## src/rtl/fetch_pkg.sv

```systemverilog
/* shared widths, depths, vector typedefs, aligner state enum and the
   packed structs passed between the instruction fetch stages */

package fetch_pkg;

  // prefetch buffer depth in 32-bit words
  localparam int BUF_DEPTH   = 4;
  // instruction memory answers a request this many cycles later, always
  localparam int MEM_LATENCY = 1;

  // byte address or program counter
  typedef logic [31:0] addr_t;
  // one instruction memory word
  typedef logic [31:0] word_t;
  // one 16-bit instruction parcel
  typedef logic [15:0] half_t;
  // buffer occupancy, 0 up to BUF_DEPTH plus headroom for the in-flight sum
  typedef logic [2:0]  buf_cnt_t;

  // aligner states, where the next instruction starts
  typedef enum logic [2:0] {
    ALIGNED32,
    ALIGNED16,
    MISALIGNED32,
    MISALIGNED16,
    WAIT_MIS16,
    BRANCH_MIS
  } align_state_e;

  // head of the prefetch buffer as seen by the aligner
  typedef struct packed {
    logic  valid;
    word_t word;
  } fetch_word_s;

  // instruction handed to the decode stage
  // compressed parcels are zero-extended, flag set
  typedef struct packed {
    word_t instr;
    logic  compressed;
    addr_t pc;
  } instr_out_s;

endpackage

```

## src/rtl/fetch_requester.sv

```systemverilog
/* fetch requester, issues word reads to instruction memory while the
   prefetch buffer has room and restarts at a branch target */

`timescale 1ns/100ps

module fetch_requester (
  input  logic                clk,
  input  logic                rst_n,

  // redirect from the pipeline
  input  logic                branch_i,
  input  fetch_pkg::addr_t    branch_addr_i,

  // current prefetch buffer occupancy
  input  fetch_pkg::buf_cnt_t buf_cnt_i,

  // instruction memory request port
  output logic                mem_req_o,
  output fetch_pkg::addr_t    mem_addr_o
);

  import fetch_pkg::*;

  // next word address to read
  addr_t    addr_q;
  // requests issued but not yet written into the buffer
  buf_cnt_t inflight_q;
  // words that will sit in the buffer once all responses are in
  buf_cnt_t occupancy;
  // low during reset and the first cycle after it
  logic     active_q;

  ////////////////////////////////////////////////////////////////////////////
  // request decision
  ////////////////////////////////////////////////////////////////////////////

  // reserve a slot for every outstanding request
  // so a response never finds the buffer full
  assign occupancy  = buf_cnt_i + inflight_q;
  assign mem_req_o  = active_q && (occupancy < buf_cnt_t'(BUF_DEPTH));
  assign mem_addr_o = addr_q;

  ////////////////////////////////////////////////////////////////////////////
  // address and in-flight tracking
  ////////////////////////////////////////////////////////////////////////////

  always_ff @(posedge clk or negedge rst_n) begin
    if (!rst_n) begin
      addr_q     <= '0;
      inflight_q <= '0;
      active_q   <= 1'b0;
    end else begin
      active_q <= 1'b1;

      // one-cycle memory: only last cycle's request can be outstanding
      // a request in the branch cycle is dropped by the buffer, not counted
      if (branch_i) begin
        inflight_q <= '0;
      end else if (mem_req_o) begin
        inflight_q <= buf_cnt_t'(1);
      end else begin
        inflight_q <= '0;
      end

      // restart on the word that holds the target
      // sequential words follow
      if (branch_i) begin
        addr_q <= {branch_addr_i[31:2], 2'b00};
      end else if (mem_req_o) begin
        addr_q <= addr_q + 32'd4;
      end
    end
  end

endmodule

```

## src/rtl/instr_aligner.sv

```systemverilog
/* instruction aligner, FSM that cuts buffered words into 16/32-bit
   instructions, joins split 32-bit ones and tracks the pc */

`timescale 1ns/100ps

module instr_aligner (
  input  logic                   clk,
  input  logic                   rst_n,

  // prefetch buffer head and its control
  input  fetch_pkg::fetch_word_s head_i,
  output logic                   pop_o,
  output logic                   hold_o,

  // decode stage
  input  logic                   id_ready_i,
  input  logic                   flush_i,

  // redirect
  input  logic                   branch_i,
  input  fetch_pkg::addr_t       branch_addr_i,

  output fetch_pkg::instr_out_s  instr_o,
  output logic                   instr_valid_o
);

  import fetch_pkg::*;

  align_state_e state_q;
  align_state_e state_n;
  addr_t        pc_q;
  addr_t        pc_n;
  addr_t        pc_plus2;
  addr_t        pc_plus4;

  // upper half of the last consumed word
  half_t        r_half_q;
  half_t        lo_half;
  half_t        hi_half;

  word_t        instr_word;
  logic         instr_cmp;
  logic         instr_vld;

  // registers take state_n, pc_n and the upper half
  logic         update;
  // decode takes the instruction, or a flush lets it go
  logic         advance;

  assign lo_half  = head_i.word[15:0];
  assign hi_half  = head_i.word[31:16];
  assign pc_plus2 = pc_q + 32'd2;
  assign pc_plus4 = pc_q + 32'd4;
  assign advance  = id_ready_i || flush_i;

  ////////////////////////////////////////////////////////////////////////////
  // next state and output decode
  ////////////////////////////////////////////////////////////////////////////

  always_comb begin
    state_n    = state_q;
    pc_n       = pc_q;
    instr_word = head_i.word;
    instr_cmp  = 1'b0;
    instr_vld  = head_i.valid;
    hold_o     = 1'b0;
    update     = 1'b0;

    case (state_q)
      // instruction starts at the low half of the head word
      // MISALIGNED16 finds the head word kept there by hold
      ALIGNED32, MISALIGNED16, WAIT_MIS16: begin
        if (lo_half[1:0] == 2'b11) begin
          // full aligned 32-bit word
          state_n = ALIGNED32;
          pc_n    = pc_plus4;
        end else begin
          // compressed, next one starts in the upper half
          state_n    = ALIGNED16;
          pc_n       = pc_plus2;
          instr_word = {16'h0000, lo_half};
          instr_cmp  = 1'b1;
        end
        update = head_i.valid && advance;
      end

      // instruction starts at the stored upper half
      ALIGNED16, MISALIGNED32: begin
        if (r_half_q[1:0] == 2'b11) begin
          // 32-bit split over two words, low half comes from the head
          state_n    = MISALIGNED32;
          pc_n       = pc_plus4;
          instr_word = {lo_half, r_half_q};
          update     = head_i.valid && advance;
        end else begin
          // compressed in the stored half
          // the head word is still whole, keep it in the buffer
          pc_n       = pc_plus2;
          instr_word = {16'h0000, r_half_q};
          instr_cmp  = 1'b1;
          hold_o     = head_i.valid;
          if (state_q == ALIGNED16) begin
            state_n = MISALIGNED16;
            update  = head_i.valid && advance;
          end else begin
            // stored half is complete on its own
            // no head word needed
            instr_vld = 1'b1;
            state_n   = head_i.valid ? MISALIGNED16 : WAIT_MIS16;
            update    = advance;
          end
        end
      end

      // target sits in the upper half of the head word
      BRANCH_MIS: begin
        if (hi_half[1:0] == 2'b11) begin
          // misaligned 32-bit target
          // store the upper half and wait for the next word
          state_n   = MISALIGNED32;
          instr_vld = 1'b0;
          update    = head_i.valid;
        end else begin
          state_n    = ALIGNED32;
          pc_n       = pc_plus2;
          instr_word = {16'h0000, hi_half};
          instr_cmp  = 1'b1;
          update     = head_i.valid && advance;
        end
      end

      default: begin
        // unused encodings fall back to the word boundary
        state_n   = ALIGNED32;
        instr_vld = 1'b0;
        update    = 1'b1;
      end
    endcase

    // redirect overrides everything above
    if (branch_i) begin
      pc_n    = branch_addr_i;
      state_n = branch_addr_i[1] ? BRANCH_MIS : ALIGNED32;
      update  = 1'b1;
    end
  end

  // the head leaves the buffer when consumed, unless hold keeps it
  assign pop_o         = update && head_i.valid;
  assign instr_valid_o = instr_vld && !branch_i;
  assign instr_o       = '{instr: instr_word, compressed: instr_cmp, pc: pc_q};

  ////////////////////////////////////////////////////////////////////////////
  // state, pc and stored half
  ////////////////////////////////////////////////////////////////////////////

  always_ff @(posedge clk or negedge rst_n) begin
    if (!rst_n) begin
      state_q <= ALIGNED32;
      pc_q    <= '0;
    end else if (update) begin
      state_q <= state_n;
      pc_q    <= pc_n;
    end
  end

  always_ff @(posedge clk) begin
    if (update) begin
      r_half_q <= hi_half;
    end
  end

endmodule

```

## src/rtl/instr_fetch_top.sv

```systemverilog
/* instruction fetch front end, requester, prefetch buffer and aligner */

`timescale 1ns/100ps

module instr_fetch_top (
  input  logic                  clk,
  input  logic                  rst_n,

  // instruction memory, fixed one-cycle read latency
  output logic                  mem_req_o,
  output fetch_pkg::addr_t      mem_addr_o,
  input  logic                  mem_rvalid_i,
  input  fetch_pkg::word_t      mem_rdata_i,

  // decode stage
  input  logic                  id_ready_i,
  input  logic                  flush_i,

  // redirect, one-cycle pulse to all stages
  input  logic                  branch_i,
  input  fetch_pkg::addr_t      branch_addr_i,

  output fetch_pkg::instr_out_s instr_o,
  output logic                  instr_valid_o
);

  import fetch_pkg::*;

  // buffer level back to the requester
  buf_cnt_t    buf_cnt;
  // head word and consume control between buffer and aligner
  fetch_word_s head;
  logic        pop;
  logic        hold;

  fetch_requester u_requester (
    .clk           (clk),
    .rst_n         (rst_n),
    .branch_i      (branch_i),
    .branch_addr_i (branch_addr_i),
    .buf_cnt_i     (buf_cnt),
    .mem_req_o     (mem_req_o),
    .mem_addr_o    (mem_addr_o)
  );

  prefetch_buffer u_buffer (
    .clk          (clk),
    .rst_n        (rst_n),
    .mem_rvalid_i (mem_rvalid_i),
    .mem_rdata_i  (mem_rdata_i),
    .branch_i     (branch_i),
    .pop_i        (pop),
    .hold_i       (hold),
    .head_o       (head),
    .cnt_o        (buf_cnt)
  );

  instr_aligner u_aligner (
    .clk           (clk),
    .rst_n         (rst_n),
    .head_i        (head),
    .pop_o         (pop),
    .hold_o        (hold),
    .id_ready_i    (id_ready_i),
    .flush_i       (flush_i),
    .branch_i      (branch_i),
    .branch_addr_i (branch_addr_i),
    .instr_o       (instr_o),
    .instr_valid_o (instr_valid_o)
  );

endmodule

```

## src/rtl/prefetch_buffer.sv

```systemverilog
/* prefetch buffer, circular FIFO of returned instruction words that
   flushes on a branch and discards the stale response behind it */

`timescale 1ns/100ps

module prefetch_buffer (
  input  logic                  clk,
  input  logic                  rst_n,

  // memory response
  input  logic                  mem_rvalid_i,
  input  fetch_pkg::word_t      mem_rdata_i,

  // redirect, empties the FIFO
  input  logic                  branch_i,

  // aligner side
  input  logic                  pop_i,
  input  logic                  hold_i,
  output fetch_pkg::fetch_word_s head_o,
  output fetch_pkg::buf_cnt_t   cnt_o
);

  import fetch_pkg::*;

  // word storage, payload only
  word_t mem_q [BUF_DEPTH];

  logic [$clog2(BUF_DEPTH)-1:0]     wr_ptr_q;
  logic [$clog2(BUF_DEPTH)-1:0]     rd_ptr_q;
  buf_cnt_t                         cnt_q;

  // counts down the cycles in which a pre-branch response can still arrive
  logic [$clog2(MEM_LATENCY+1)-1:0] drop_cnt_q;
  logic                             drop;

  logic                             wr_en;
  logic                             rd_en;

  assign drop  = (drop_cnt_q != '0);

  // branch wins over both sides
  // a response in the branch cycle is stale too
  assign wr_en = mem_rvalid_i && !drop && !branch_i;
  // hold keeps the head for a second compressed instruction
  assign rd_en = pop_i && !hold_i && (cnt_q != '0) && !branch_i;

  assign head_o = '{valid: (cnt_q != '0), word: mem_q[rd_ptr_q]};
  assign cnt_o  = cnt_q;

  ////////////////////////////////////////////////////////////////////////////
  // pointers, count and stale-response filter
  ////////////////////////////////////////////////////////////////////////////

  always_ff @(posedge clk or negedge rst_n) begin
    if (!rst_n) begin
      wr_ptr_q   <= '0;
      rd_ptr_q   <= '0;
      cnt_q      <= '0;
      drop_cnt_q <= '0;
    end else begin
      if (branch_i) begin
        wr_ptr_q   <= '0;
        rd_ptr_q   <= '0;
        cnt_q      <= '0;
        // requests issued up to the branch cycle come back later
        drop_cnt_q <= $bits(drop_cnt_q)'(MEM_LATENCY);
      end else begin
        if (wr_en) begin
          wr_ptr_q <= wr_ptr_q + 1'b1;
        end
        if (rd_en) begin
          rd_ptr_q <= rd_ptr_q + 1'b1;
        end
        cnt_q <= cnt_q + buf_cnt_t'(wr_en) - buf_cnt_t'(rd_en);
        if (drop) begin
          drop_cnt_q <= drop_cnt_q - 1'b1;
        end
      end
    end
  end

  // data write, visible at the head next cycle
  always_ff @(posedge clk) begin
    if (wr_en) begin
      mem_q[wr_ptr_q] <= mem_rdata_i;
    end
  end

endmodule

```

## config.mk

```make
export PLATFORM = sky130hd
export DESIGN_NAME = instr_fetch_top
export DESIGN_NICKNAME = d
export VERILOG_FILES = /design/src/rtl/fetch_pkg.sv /design/src/rtl/fetch_requester.sv /design/src/rtl/instr_aligner.sv /design/src/rtl/instr_fetch_top.sv /design/src/rtl/prefetch_buffer.sv
export SDC_FILE = /design/constraint.sdc
export NUM_CORES = 1
export LEC_CHECK = 0
export BUFFER_PORTS_ARGS = -buffer_cell sky130_fd_sc_hd__buf_4
export CAP_MARGIN = 5
export CELL_PAD_IN_SITES_DETAIL_PLACEMENT = 0
export CELL_PAD_IN_SITES_GLOBAL_PLACEMENT = 1
export CORE_ASPECT_RATIO = 1.25
export CORE_UTILIZATION = 43
export CTS_BUF_LIST = sky130_fd_sc_hd__clkbuf_4
export DETAILED_ROUTE_END_ITERATION = 16
export HOLD_SLACK_MARGIN = 0.08
export PLACE_DENSITY = 0.8
export REMOVE_ABC_BUFFERS = 1
export SYNTH_ARGS = -nofsm -noshare
export SYNTH_HDL_FRONTEND = slang
export SYNTH_HIERARCHICAL = 1
export SYNTH_SLANG_ARGS = --single-unit
export TNS_END_PERCENT = 50
```

## constraint.sdc

```tcl
create_clock -name clk -period 4.76 [get_ports clk]
set_clock_uncertainty 0.1 [all_clocks]
set_input_delay 0.238 -clock clk [delete_from_list [all_inputs] [get_ports clk]]
set_output_delay 0.238 -clock clk [all_outputs]
set_load 0.01 [all_outputs]
```

==> results.py, run 1 <==
metrics = {
    "synthesis": {
        "synth_cells": 832,
        "syn_area_mm2": 0.0109,
        "ys_types": 87,
        "synth_top_flop_cell": "edfxtp_1",
        "ys_warn_count": 6,
        "synth-edff-count": 144,
        "synth.avg_cell_area_um2": 13.0,
        "ys_ff_latch": 219,
        "seq_area_frac_synth_pct": 57.1,
        "synth_area_leaders": "edfxtp_1 40%, dfrtp_1 17%, mux4_2 6.4%, nand2_1 1.9%, nor2_1 1.6%",
        "yosys.area.top_type": "edfxtp_1",
        "synthArstFlopShare_pct": 34.2,
        "yosysTopAreaCellShare_pct": 39.8,
    },
    "cells_and_area": {
        "fin_util_pct": 55.6,
        "syn_to_final_growth_pct": 26.4,
        "drive_above_1_share_pct": 31.6,
        "nets": 1168,
        "multiInputGateArea_mm2": 0.00419,
        "regArea_mm2": 0.00620,
        "fillers": 2089,
        "layout.cells.non_filler": 1468,
    },
    "status": {
        "status": "finished, final reports clean",
    },
    "setup_path": {
        "reg2regPathDepth": 14,
        "cp.arrival_ns": 3.84,
        "cp_max_fo": 20,
        "r2r_setup_slack_ns": 1.10,
        "cp.required_ns": 4.42,
        "crit_family": "compound AO/OA/AOI/OAI gates",
        "rr_endpoint": "u_buffer/cnt_o[2]$_DFF_PN0_",
        "r2r_start": "u_buffer/cnt_o[1]$_DFF_PN0_",
        "path_cells": "buf_4, mux4_2, a31o_2, a32o_1, or2_2, a22o_1, buf_4",
        "path_class": "reg2out",
        "worst_path_most_repeated_cell": "buf_4",
        "cpPeakStageDelay_ns": 0.67,
        "worst_setup_path_end_kind": "output pin",
        "cp-start-kind": "flop",
        "critPathBufInv": 2,
        "critPathSlowestCell": "dfrtp_2",
    },
    "route": {
        "dr.max_layer_used": "met4",
        "wl_met1_mm": 11.2,
        "met2WireLength_mm": 14.3,
        "num_vias": 8113,
        "routed_via_density": 5.53,
        "dr_wl_met3_mm": 1.78,
        "antenna_left": 0,
        "drc": 0,
        "drtIter0Drc": 524,
        "routedWlPerCell_um": 19.2,
        "finalWirelength_mm": 28.2,
        "drt_first_pass_iters": 5,
    },
    "job": {
        "maxCapViolations": 0,
    },
    "placement": {
        "numPortBuffers": 166,
        "gp_congestion": 0.810,
        "dp.cells": 1290,
        "dp_hpwl_mm": 18.3,
    },
    "pwr": {
        "power_density_mw_per_mm2": 364,
        "peakVddDrop_uv": 261,
        "p_leak_nw": 5.24,
    },
    "sta": {
        "max_freq_mhz": 239,
        "fin_crit_ns": 4.18,
        "setup_viol": 0,
        "slew_headroom_pct": 20.1,
        "maxSlewViolCount": 0,
        "fin_crit_sh_pct": 87.9,
        "rsz0062_at_grt": "false",
        "worstMarginPinSlew_ns": 1.17,
        "final-hold-violation-count": 0,
    },
    "min_path": {
        "min_path_type": "in2async",
    },
    "floorplanning": {
        "dieWidth_um": 144,
        "coreArea_mm2": 0.0247,
        "die-area_mm2": 0.0259,
        "initial_core_util_pct": 44.0,
        "top_level_ports": 169,
        "row_count": 64,
        "die-height_um": 180,
    },
    "clock_tree": {
        "htreeDepth": 2,
        "clkLatencyLatePin_ns": 0.68,
        "worst_setup_hold_path_clk_slew_ns": 0.06,
        "cts_made_buffers": 57,
        "clock_tree.root_cell": "clkbuf_4",
        "ctsResizeCount": 0,
        "cts.sinks": 219,
        "ctsHoldBuffers": 69,
        "tritoncts": "yes",
        "cts_buffer_depth": 3,
        "postCtsSetupBuffers": 0,
    },
    "global_route": {
        "grt.overflow.total": 0,
        "grt_pass1_wl_mm": 43.8,
        "antenna_found_initial": 2,
        "grt_pass1_vias": 8195,
        "grt_usage_pct": 22.1,
        "grt_max_degree": 76,
    },
}
state kept, by name, indices dropped and copies added (netlist names):
signal	flops
u_buffer/mem_q	128
u_requester/inflight_q	1
u_aligner/state_q	3
u_buffer/cnt_o	3
u_buffer/rd_ptr_q	2
u_aligner/pc_q	32
u_requester/mem_addr_o	30
u_requester/active_q	1
u_buffer/wr_ptr_q	2
u_buffer/drop	1
u_aligner/r_half_q	16
layer usage:
layer	vias up	GRT usage [%]
met4	0	8.72
met2	297	38.0
met3	58	4.56
li1	3807	-
met5	-	0
met1	3951	26.8
layout make-up:
type                       count  share of cell area, %
clock inverter                20                  0.647
timing repair buffer         248                   14.8
inverter                      37                   1.01
tap                          330                   3.01
antenna                        2                 0.0365
multi-input combinational    525                   30.5
clock buffer                  87                   4.76
sequential                   219                   45.2
report_power, final:
part | leakage, nW | switching (W) | internal [W]
registers | 2.22 | 0.000131 | 0.00213
clock network | 0.440 | 0.000795 | 0.000838
logic | 2.58 | 0.000591 | 0.000502
total | 5.24 | 0.00152 | 0.00347
cells in the mapped netlist (7+ instances only):
master	count
edfxtp_1	144
o21ai_0	21
nor4_1	15
nor3_1	15
and3_1	15
nand3_1	30
xor2_1	13
and2_1	10
or3_1	7
buf_6	9
a31oi_1	12
clkbuf_1	25
nor2b_1	10
xnor2_1	15
clkbuf_8	7
a221o_1	15
mux4_2	31
o21ai_1	17
nor2_1	46
a22o_1	16
nand4_1	19
a21oi_1	16
nand2b_1	7
dfrtp_1	75
a222oi_1	14
inv_1	34
nand2_1	56
ha_1	9
o41a_1	9
kinds of logic (layout without fill, tap and decap cells):
group,count (synthesis),after routing,share of synthesized area [%]
muxes,42,42,7.77
buffers and inverters,89,392,4.59
AOI/OAI and AO/OA,160,160,11.7
adders and majority gates,10,10,1.22
DFF,219,219,57.1
other,2,5,0.0692
xor gates and xnor gates,29,29,2.41
and+or+nand+nor,281,281,15.1
cells in the final DEF (no fill, tap or decap), types with 9 or more instances in the layout:
cell             n
a31oi_1         12
and2_1          10
o21ai_0         21
dlygate4sd3_1   69
a22o_1          16
nand4_1         19
a221o_1         15
buf_4          179
o21ai_1         17
xnor2_1         15
dfrtp_1         74
clkinv_1        15
o41a_1           9
nand2_1         56
clkbuf_4        87
edfxtp_1       144
nand3_1         30
and3_1          15
ha_1             9
nor3_1          15
xor2_1          13
a21oi_1         16
nor2b_1         10
nor4_1          15
nor2_1          46
mux4_2          31
inv_1           34
a222oi_1        14
how the worst max path moves through the flow:
| stage | endpoint | slack [ns] | cells past startpoint | start |
|---|---|---|---|---|
| finish | instr_o[61] | 0.58 | 7 | u_buffer/rd_ptr_q[0]$_DFFE_PN0P_ |
| global route | instr_o[53] | 0.35 | 7 | u_buffer/rd_ptr_q[0]$_DFFE_PN0P_ |
| CTS | instr_o[61] | 0.46 | 7 | u_buffer/rd_ptr_q[0]$_DFFE_PN0P_ |
| detailed placement | u_buffer/cnt_o[2]$_DFF_PN0_ | 1.11 | 15 | u_buffer/rd_ptr_q[0]$_DFFE_PN0P_ |
| global placement | u_buffer/cnt_o[2]$_DFF_PN0_ | 1.15 | 15 | u_buffer/rd_ptr_q[0]$_DFFE_PN0P_ |
| floorplan | u_buffer/cnt_o[2]$_DFF_PN0_ | -0.78 | 15 | u_buffer/rd_ptr_q[0]$_DFFE_PN0P_ |
through the flow:
| step | hold slack, ns | setup TNS [ns] | total power (W) | instance area (um2) | worst slack, ns |
|---|---|---|---|---|---|
| after detailed placement | 0.341 | 0 | 0.00335 | 12300 | 1.11 |
| final | 0.185 | 0 | 0.00499 | 13700 | 0.577 |
| after global placement | 0.338 | 0 | 0.00335 | 12300 | 1.15 |
| after CTS | 0.134 | 0 | 0.00505 | 13700 | 0.460 |
| after global routing | 0.147 | 0 | 0.00525 | 13700 | 0.349 |
| after floorplan | -0.158 | -1.93 | 0.00282 | 10500 | -0.777 |
Power figures use the tool's default switching activity.
==> inputs of run 2 (changes only) <==
Settings changed: CORE_UTILIZATION 43 to 30, PLACE_DENSITY 0.8 to 0.6.
==> results.py, run 2 (synthesis results as in run 1) <==
metrics = {
    "sta": {
        "max_freq_mhz": 262,
        "fin_crit_sh_pct": 80.2,
        "slew_headroom_pct": 12.0,
        "setup_slack_ns": 0.940,
        "whs_ns": 0.194,
        "worstMarginPinSlew_ns": 1.28,
        "maxSlewViolCount": 0,
        "setup_viol": 0,
        "rsz0062_at_grt": "false",
        "final-hold-violation-count": 0,
        "fin_crit_ns": 3.82,
    },
    "pwr": {
        "p_leak_nw": 5.22,
        "finalPower_w": 0.00494,
        "peakVddDrop_uv": 202,
        "power_density_mw_per_mm2": 356,
    },
    "clock_tree": {
        "tritoncts": "yes",
        "cts_buffer_depth": 3,
        "ctsResizeCount": 0,
        "cts_made_buffers": 59,
        "clock_tree.root_cell": "clkbuf_4",
        "worst_setup_hold_path_clk_slew_ns": 0.06,
        "htreeDepth": 2,
        "cts.sinks": 219,
        "clkLatencyLatePin_ns": 0.68,
    },
    "setup_path": {
        "reg2regPathDepth": 15,
        "cp_max_fo": 18,
        "r2r_setup_slack_ns": 1.20,
        "cp.required_ns": 4.42,
        "crit_start": "u_aligner/state_q[1]$_DFFE_PN0P_",
        "cp.arrival_ns": 3.48,
        "cpPeakStageDelay_ns": 0.64,
        "cp-start-kind": "flop",
        "rr_endpoint": "u_buffer/cnt_o[2]$_DFF_PN0_",
        "crit_family": "simple AND/OR/NAND/NOR gates",
        "critPathBufInv": 2,
        "path_cells": "xnor2_2, nor2_4, a21oi_1, or2_1, a222oi_1, inv_1, buf_4",
        "path_class": "reg2out",
        "critPathSlowestCell": "dfrtp_1",
        "r2r_start": "u_buffer/rd_ptr_q[1]$_DFFE_PN0P_",
        "worst_setup_path_end_kind": "output pin",
    },
    "global_route": {
        "grt_usage_pct": 16.9,
        "grt_pass1_vias": 8442,
        "grt_pass1_wl_mm": 47.8,
        "grt_max_degree": 76,
        "antenna_found_initial": 2,
        "grt.overflow.total": 0,
    },
    "floorplanning": {
        "coreArea_mm2": 0.0356,
        "row_count": 77,
        "initial_core_util_pct": 30.5,
        "top_level_ports": 169,
        "die-area_mm2": 0.0370,
        "dieWidth_um": 172,
        "die-height_um": 215,
    },
    "route": {
        "antenna_left": 0,
        "routed_via_density": 5.06,
        "finalWirelength_mm": 31.0,
        "drc": 0,
        "drtIter0Drc": 560,
        "drt_first_pass_iters": 8,
        "num_vias": 8106,
        "routedWlPerCell_um": 19.4,
    },
    "placement": {
        "gp_congestion": 0.816,
        "dp_hpwl_mm": 20.6,
        "dp_slack_ns": 1.21,
        "numPortBuffers": 166,
    },
    "cells_and_area": {
        "drive_above_1_share_pct": 31.3,
        "nets": 1174,
        "mostFrequentLayoutCell": "buf_4",
        "max_flop_register": "u_buffer/mem_q",
        "largest_register_ffs": 128,
        "syn_to_final_growth_pct": 27.8,
        "final_cell_mix": "180 x buf_4, 144 x edfxtp_1, 84 x clkbuf_4, 74 x dfrtp_1, 72 x dlygate4sd3_1",
    },
    "min_path": {
        "min_path_type": "in2async",
    },
    "status": {
        "status": "finished, final reports clean",
    },
    "job": {
        "maxCapViolations": 0,
    },
}
==> run 2: area by class of cell <==
class / count / area [um2]
Antenna cell: 1 / 2.50
Clock buffer: 84 / 631
Clock inverter: 9 / 43.8
Fill cell: 3495 / 21700
Inverter: 37 / 139
Multi-Input combinational cell: 525 / 4190
Sequential cell: 219 / 6200
Tap cell: 474 / 593
Timing Repair Buffer: 252 / 2070
==> run 2: layer usage <==
layer / global-route usage (%) / up-vias / share of wire [%]
li1: - / 3794 / -
met3: 3.77 / 48 / 6.3
met1: 20.3 / 3949 / 41
met4: 4.99 / 2 / 1.9
met5: 0 / - / 0.042
met2: 29.7 / 313 / 51
==> run 2: worst reg2reg max path, stage by stage, from the launching register on <==
cell	delay, ns
dfrtp_1	0.66
mux4_2	0.37
nand2_1	0.08
nor2_2	0.30
a21boi_0	0.22
o31ai_4	0.20
and2_1	0.17
nand2b_1	0.08
nor3_1	0.16
ha_1	0.25
inv_1	0.06
ha_1	0.14
inv_1	0.05
fa_1	0.38
xnor2_1	0.16
nor2_1	0.05
==> run 2: worst max path at each step <==
| stage | to | slack, ns | depth (start not counted) |
|---|---|---|---|
| finish | instr_o[36] | 0.94 | 7 |
| global route | instr_o[36] | 0.61 | 7 |
| CTS | instr_o[36] | 0.83 | 7 |
| detailed placement | u_buffer/cnt_o[2]$_DFF_PN0_ | 1.21 | 15 |
| global placement | u_buffer/cnt_o[2]$_DFF_PN0_ | 1.23 | 15 |
| floorplan | u_buffer/cnt_o[2]$_DFF_PN0_ | -0.78 | 15 |
==> run 2: power by group <==
part,total (W),leakage (nW),internal [W],switching [W]
clock,0.00155,0.404,0.000795,0.000756
sequential,0.00227,2.22,0.00213,0.000135
combinational,0.00112,2.59,0.000506,0.000610
total,0.00494,5.22,0.00343,0.00150
==> run 2: repair_timing <==
| action | 4_1_cts | 5_1_grt |
|---|---|---|
| hold endpoints to repair | 277 | 0 |
| hold buffers | 72 | 0 |
| setup buffers | 0 | 0 |
==> run 2: through the flow <==
step | util [%] | std cells | cell area (um2) | setup TNS, ns
after floorplan | - | 781 | 10500 | -1.93
after global placement | 35.1 | 1435 | 12500 | 0
after detailed placement | 35.1 | 1435 | 12500 | 0
after CTS | 39.0 | 1600 | 13900 | 0
after global routing | 39.0 | 1601 | 13900 | 0
final | 39.0 | 1601 | 13900 | 0
==> inputs of run 3 (changes only) <==
Settings changed: PLACE_DENSITY 0.6 to 0.58.
Clock period 4.76 ns to 3.6 ns, I/O delays scaled along.
==> results.py, run 3 (synthesis results as in run 1) <==
metrics = {
    "status": {
        "status": "finished, final reports clean",
    },
    "placement": {
        "gp_congestion": 0.823,
        "dp_hpwl_mm": 20.6,
        "dp_slack_ns": 0.212,
        "dp.cells": 1446,
        "placed_area_mm2": 0.0126,
        "numPortBuffers": 166,
    },
    "cells_and_area": {
        "largest_register_ffs": 128,
        "drive_above_1_share_pct": 31.0,
        "fin_area_mm2": 0.0145,
        "layout.cells.non_filler": 1662,
        "final_cell_mix": "190 x buf_4, 144 x edfxtp_1, 111 x dlygate4sd3_1, 84 x clkbuf_4, 74 x dfrtp_1",
        "syn_to_final_growth_pct": 33.2,
        "nets": 1227,
        "max_flop_register": "u_buffer/mem_q",
        "mostFrequentLayoutCell": "buf_4",
    },
    "route": {
        "routed_via_density": 5.02,
        "finalWirelength_mm": 31.7,
        "routedWlPerCell_um": 19.1,
        "antenna_left": 0,
        "drtIter0Drc": 535,
        "num_vias": 8335,
        "drt_first_pass_iters": 5,
        "drc": 0,
    },
    "pwr": {
        "pwr-share-clk_pct": 32.6,
        "p_leak_nw": 5.49,
        "switching_power_w": 0.00206,
        "p_seq_share_pct": 44.0,
        "p_comb_share_pct": 23.4,
        "power_density_mw_per_mm2": 467,
        "peakVddDrop_uv": 287,
        "p_sw_share_pct": 30.4,
        "p_int_w": 0.00470,
    },
    "global_route": {
        "grt_usage_pct": 17.2,
        "antenna_found_initial": 2,
        "met3_usage_pct": 3.80,
        "met2_usage_pct": 29.3,
        "grt.overflow.total": 0,
        "met1_usage_pct": 20.9,
        "grt_pass1_vias": 8639,
        "grt_pass1_wl_mm": 48.7,
        "busiest_layer": "met2",
        "grt_max_degree": 105,
    },
    "clock_tree": {
        "clock_tree.root_cell": "clkbuf_4",
        "worst_setup_hold_path_clk_slew_ns": 0.06,
        "cts.sinks": 219,
        "cts_buffer_depth": 3,
        "htreeDepth": 2,
        "cts_made_buffers": 60,
        "clkLatencyLatePin_ns": 0.74,
        "tritoncts": "yes",
    },
    "floorplanning": {
        "die-height_um": 215,
        "row_count": 77,
        "top_level_ports": 169,
        "die-area_mm2": 0.0370,
        "dieWidth_um": 172,
        "coreArea_mm2": 0.0356,
        "initial_core_util_pct": 30.5,
    },
    "sta": {
        "max_freq_mhz": 292,
        "fin_crit_ns": 3.43,
        "worstMarginPinSlew_ns": 0.586,
        "final.setup.tns_ns": 0,
        "setup_viol": 0,
        "maxSlewViolCount": 0,
        "rsz0062_at_grt": "false",
        "fin_crit_sh_pct": 95.2,
        "slew_headroom_pct": 60.6,
        "final-hold-violation-count": 0,
        "setup_slack_ns": 0.172,
        "whs_ns": 0.158,
    },
    "min_path": {
        "min_path_type": "in2reg",
        "min-delay-start": "branch_addr_i[14]",
        "whs_path_depth": 4,
        "min_to": "u_requester/mem_addr_o[14]$_DFFE_PN0P_",
    },
    "setup_path": {
        "r2r_start": "u_buffer/rd_ptr_q[0]$_DFFE_PN0P_",
        "r2r_setup_slack_ns": 0.32,
        "rr_endpoint": "u_buffer/cnt_o[2]$_DFF_PN0_",
        "path_class": "reg2out",
        "cp_max_fo": 14,
        "worst_setup_path_end_kind": "output pin",
        "cp.arrival_ns": 3.15,
        "cp-start-kind": "flop",
        "reg2regPathDepth": 15,
        "cp.required_ns": 3.32,
    },
    "job": {
        "maxCapViolations": 0,
    },
}
-- run 3: metal layers --
metal / routed length [um] / part of all wire (%) / vias to the layer above
met2: 15700 / 49 / 271
met3: 1880 / 5.9 / 65
met1: 13200 / 42 / 4077
met4: 921 / 2.9 / 0
li1: - / - / 3922
met5: 0 / 0 / -
-- run 3: worst max-delay path, cell delays in order (launching register included) --
cell and delay [ns]:
dfrtp_2 0.45, buf_6 0.18, mux4_2 0.59, a31o_2 0.26, a32o_1 0.24, or2_4 0.33, a22o_1 0.23, buf_4 0.15
-- run 3: power by group through the flow --
stage	combinational [W]	sequential, W	clock [W]
2_1_floorplan	0.000689	0.00304	0
3_3_place_gp	0.00147	0.00302	0
3_5_place_dp	0.00147	0.00303	0
4_1_cts	0.00160	0.00297	0.00231
5_1_grt	0.00172	0.00299	0.00242
6_report	0.00158	0.00297	0.00220
-- run 3: worst max-delay path by stage --
stage / end / cells after the start / start
2_1_floorplan: u_buffer/cnt_o[2]$_DFF_PN0_ / 15 / u_buffer/rd_ptr_q[0]$_DFFE_PN0P_
3_3_place_gp: u_buffer/cnt_o[2]$_DFF_PN0_ / 15 / u_buffer/rd_ptr_q[0]$_DFFE_PN0P_
3_5_place_dp: u_buffer/cnt_o[2]$_DFF_PN0_ / 15 / u_buffer/rd_ptr_q[0]$_DFFE_PN0P_
4_1_cts: instr_o[59] / 7 / u_buffer/rd_ptr_q[0]$_DFFE_PN0P_
5_1_grt: instr_o[51] / 7 / u_buffer/rd_ptr_q[0]$_DFFE_PN0P_
6_report: instr_o[51] / 7 / u_buffer/rd_ptr_q[0]$_DFFE_PN0P_
-- run 3: stage by stage --
stage,power [W],util [%]
after floorplan,0.00373,-
after global placement,0.00449,35.3
after detailed placement,0.00450,35.3
after CTS,0.00688,40.6
after global routing,0.00713,40.7
final,0.00676,40.7
-- run 3: repair_timing --
action / CTS / global route
hold endpoints to repair: 265 / 0
pin swaps: 1 / 2
resized for setup: 1 / 4
hold buffers: 112 / 0
setup endpoints to repair: 23 / 24
buffers inserted: 1 / 0
-- run 3: layout make-up --
class,instances,area (um2)
diodes,2,5.00
flip-flops and latches,219,6200
multi-input cells,525,4200
inverters,37,139
clock buffers,84,631
repair buffers,304,2600
clock inverters,17,101
well taps,474,593
fillers,3464,21100
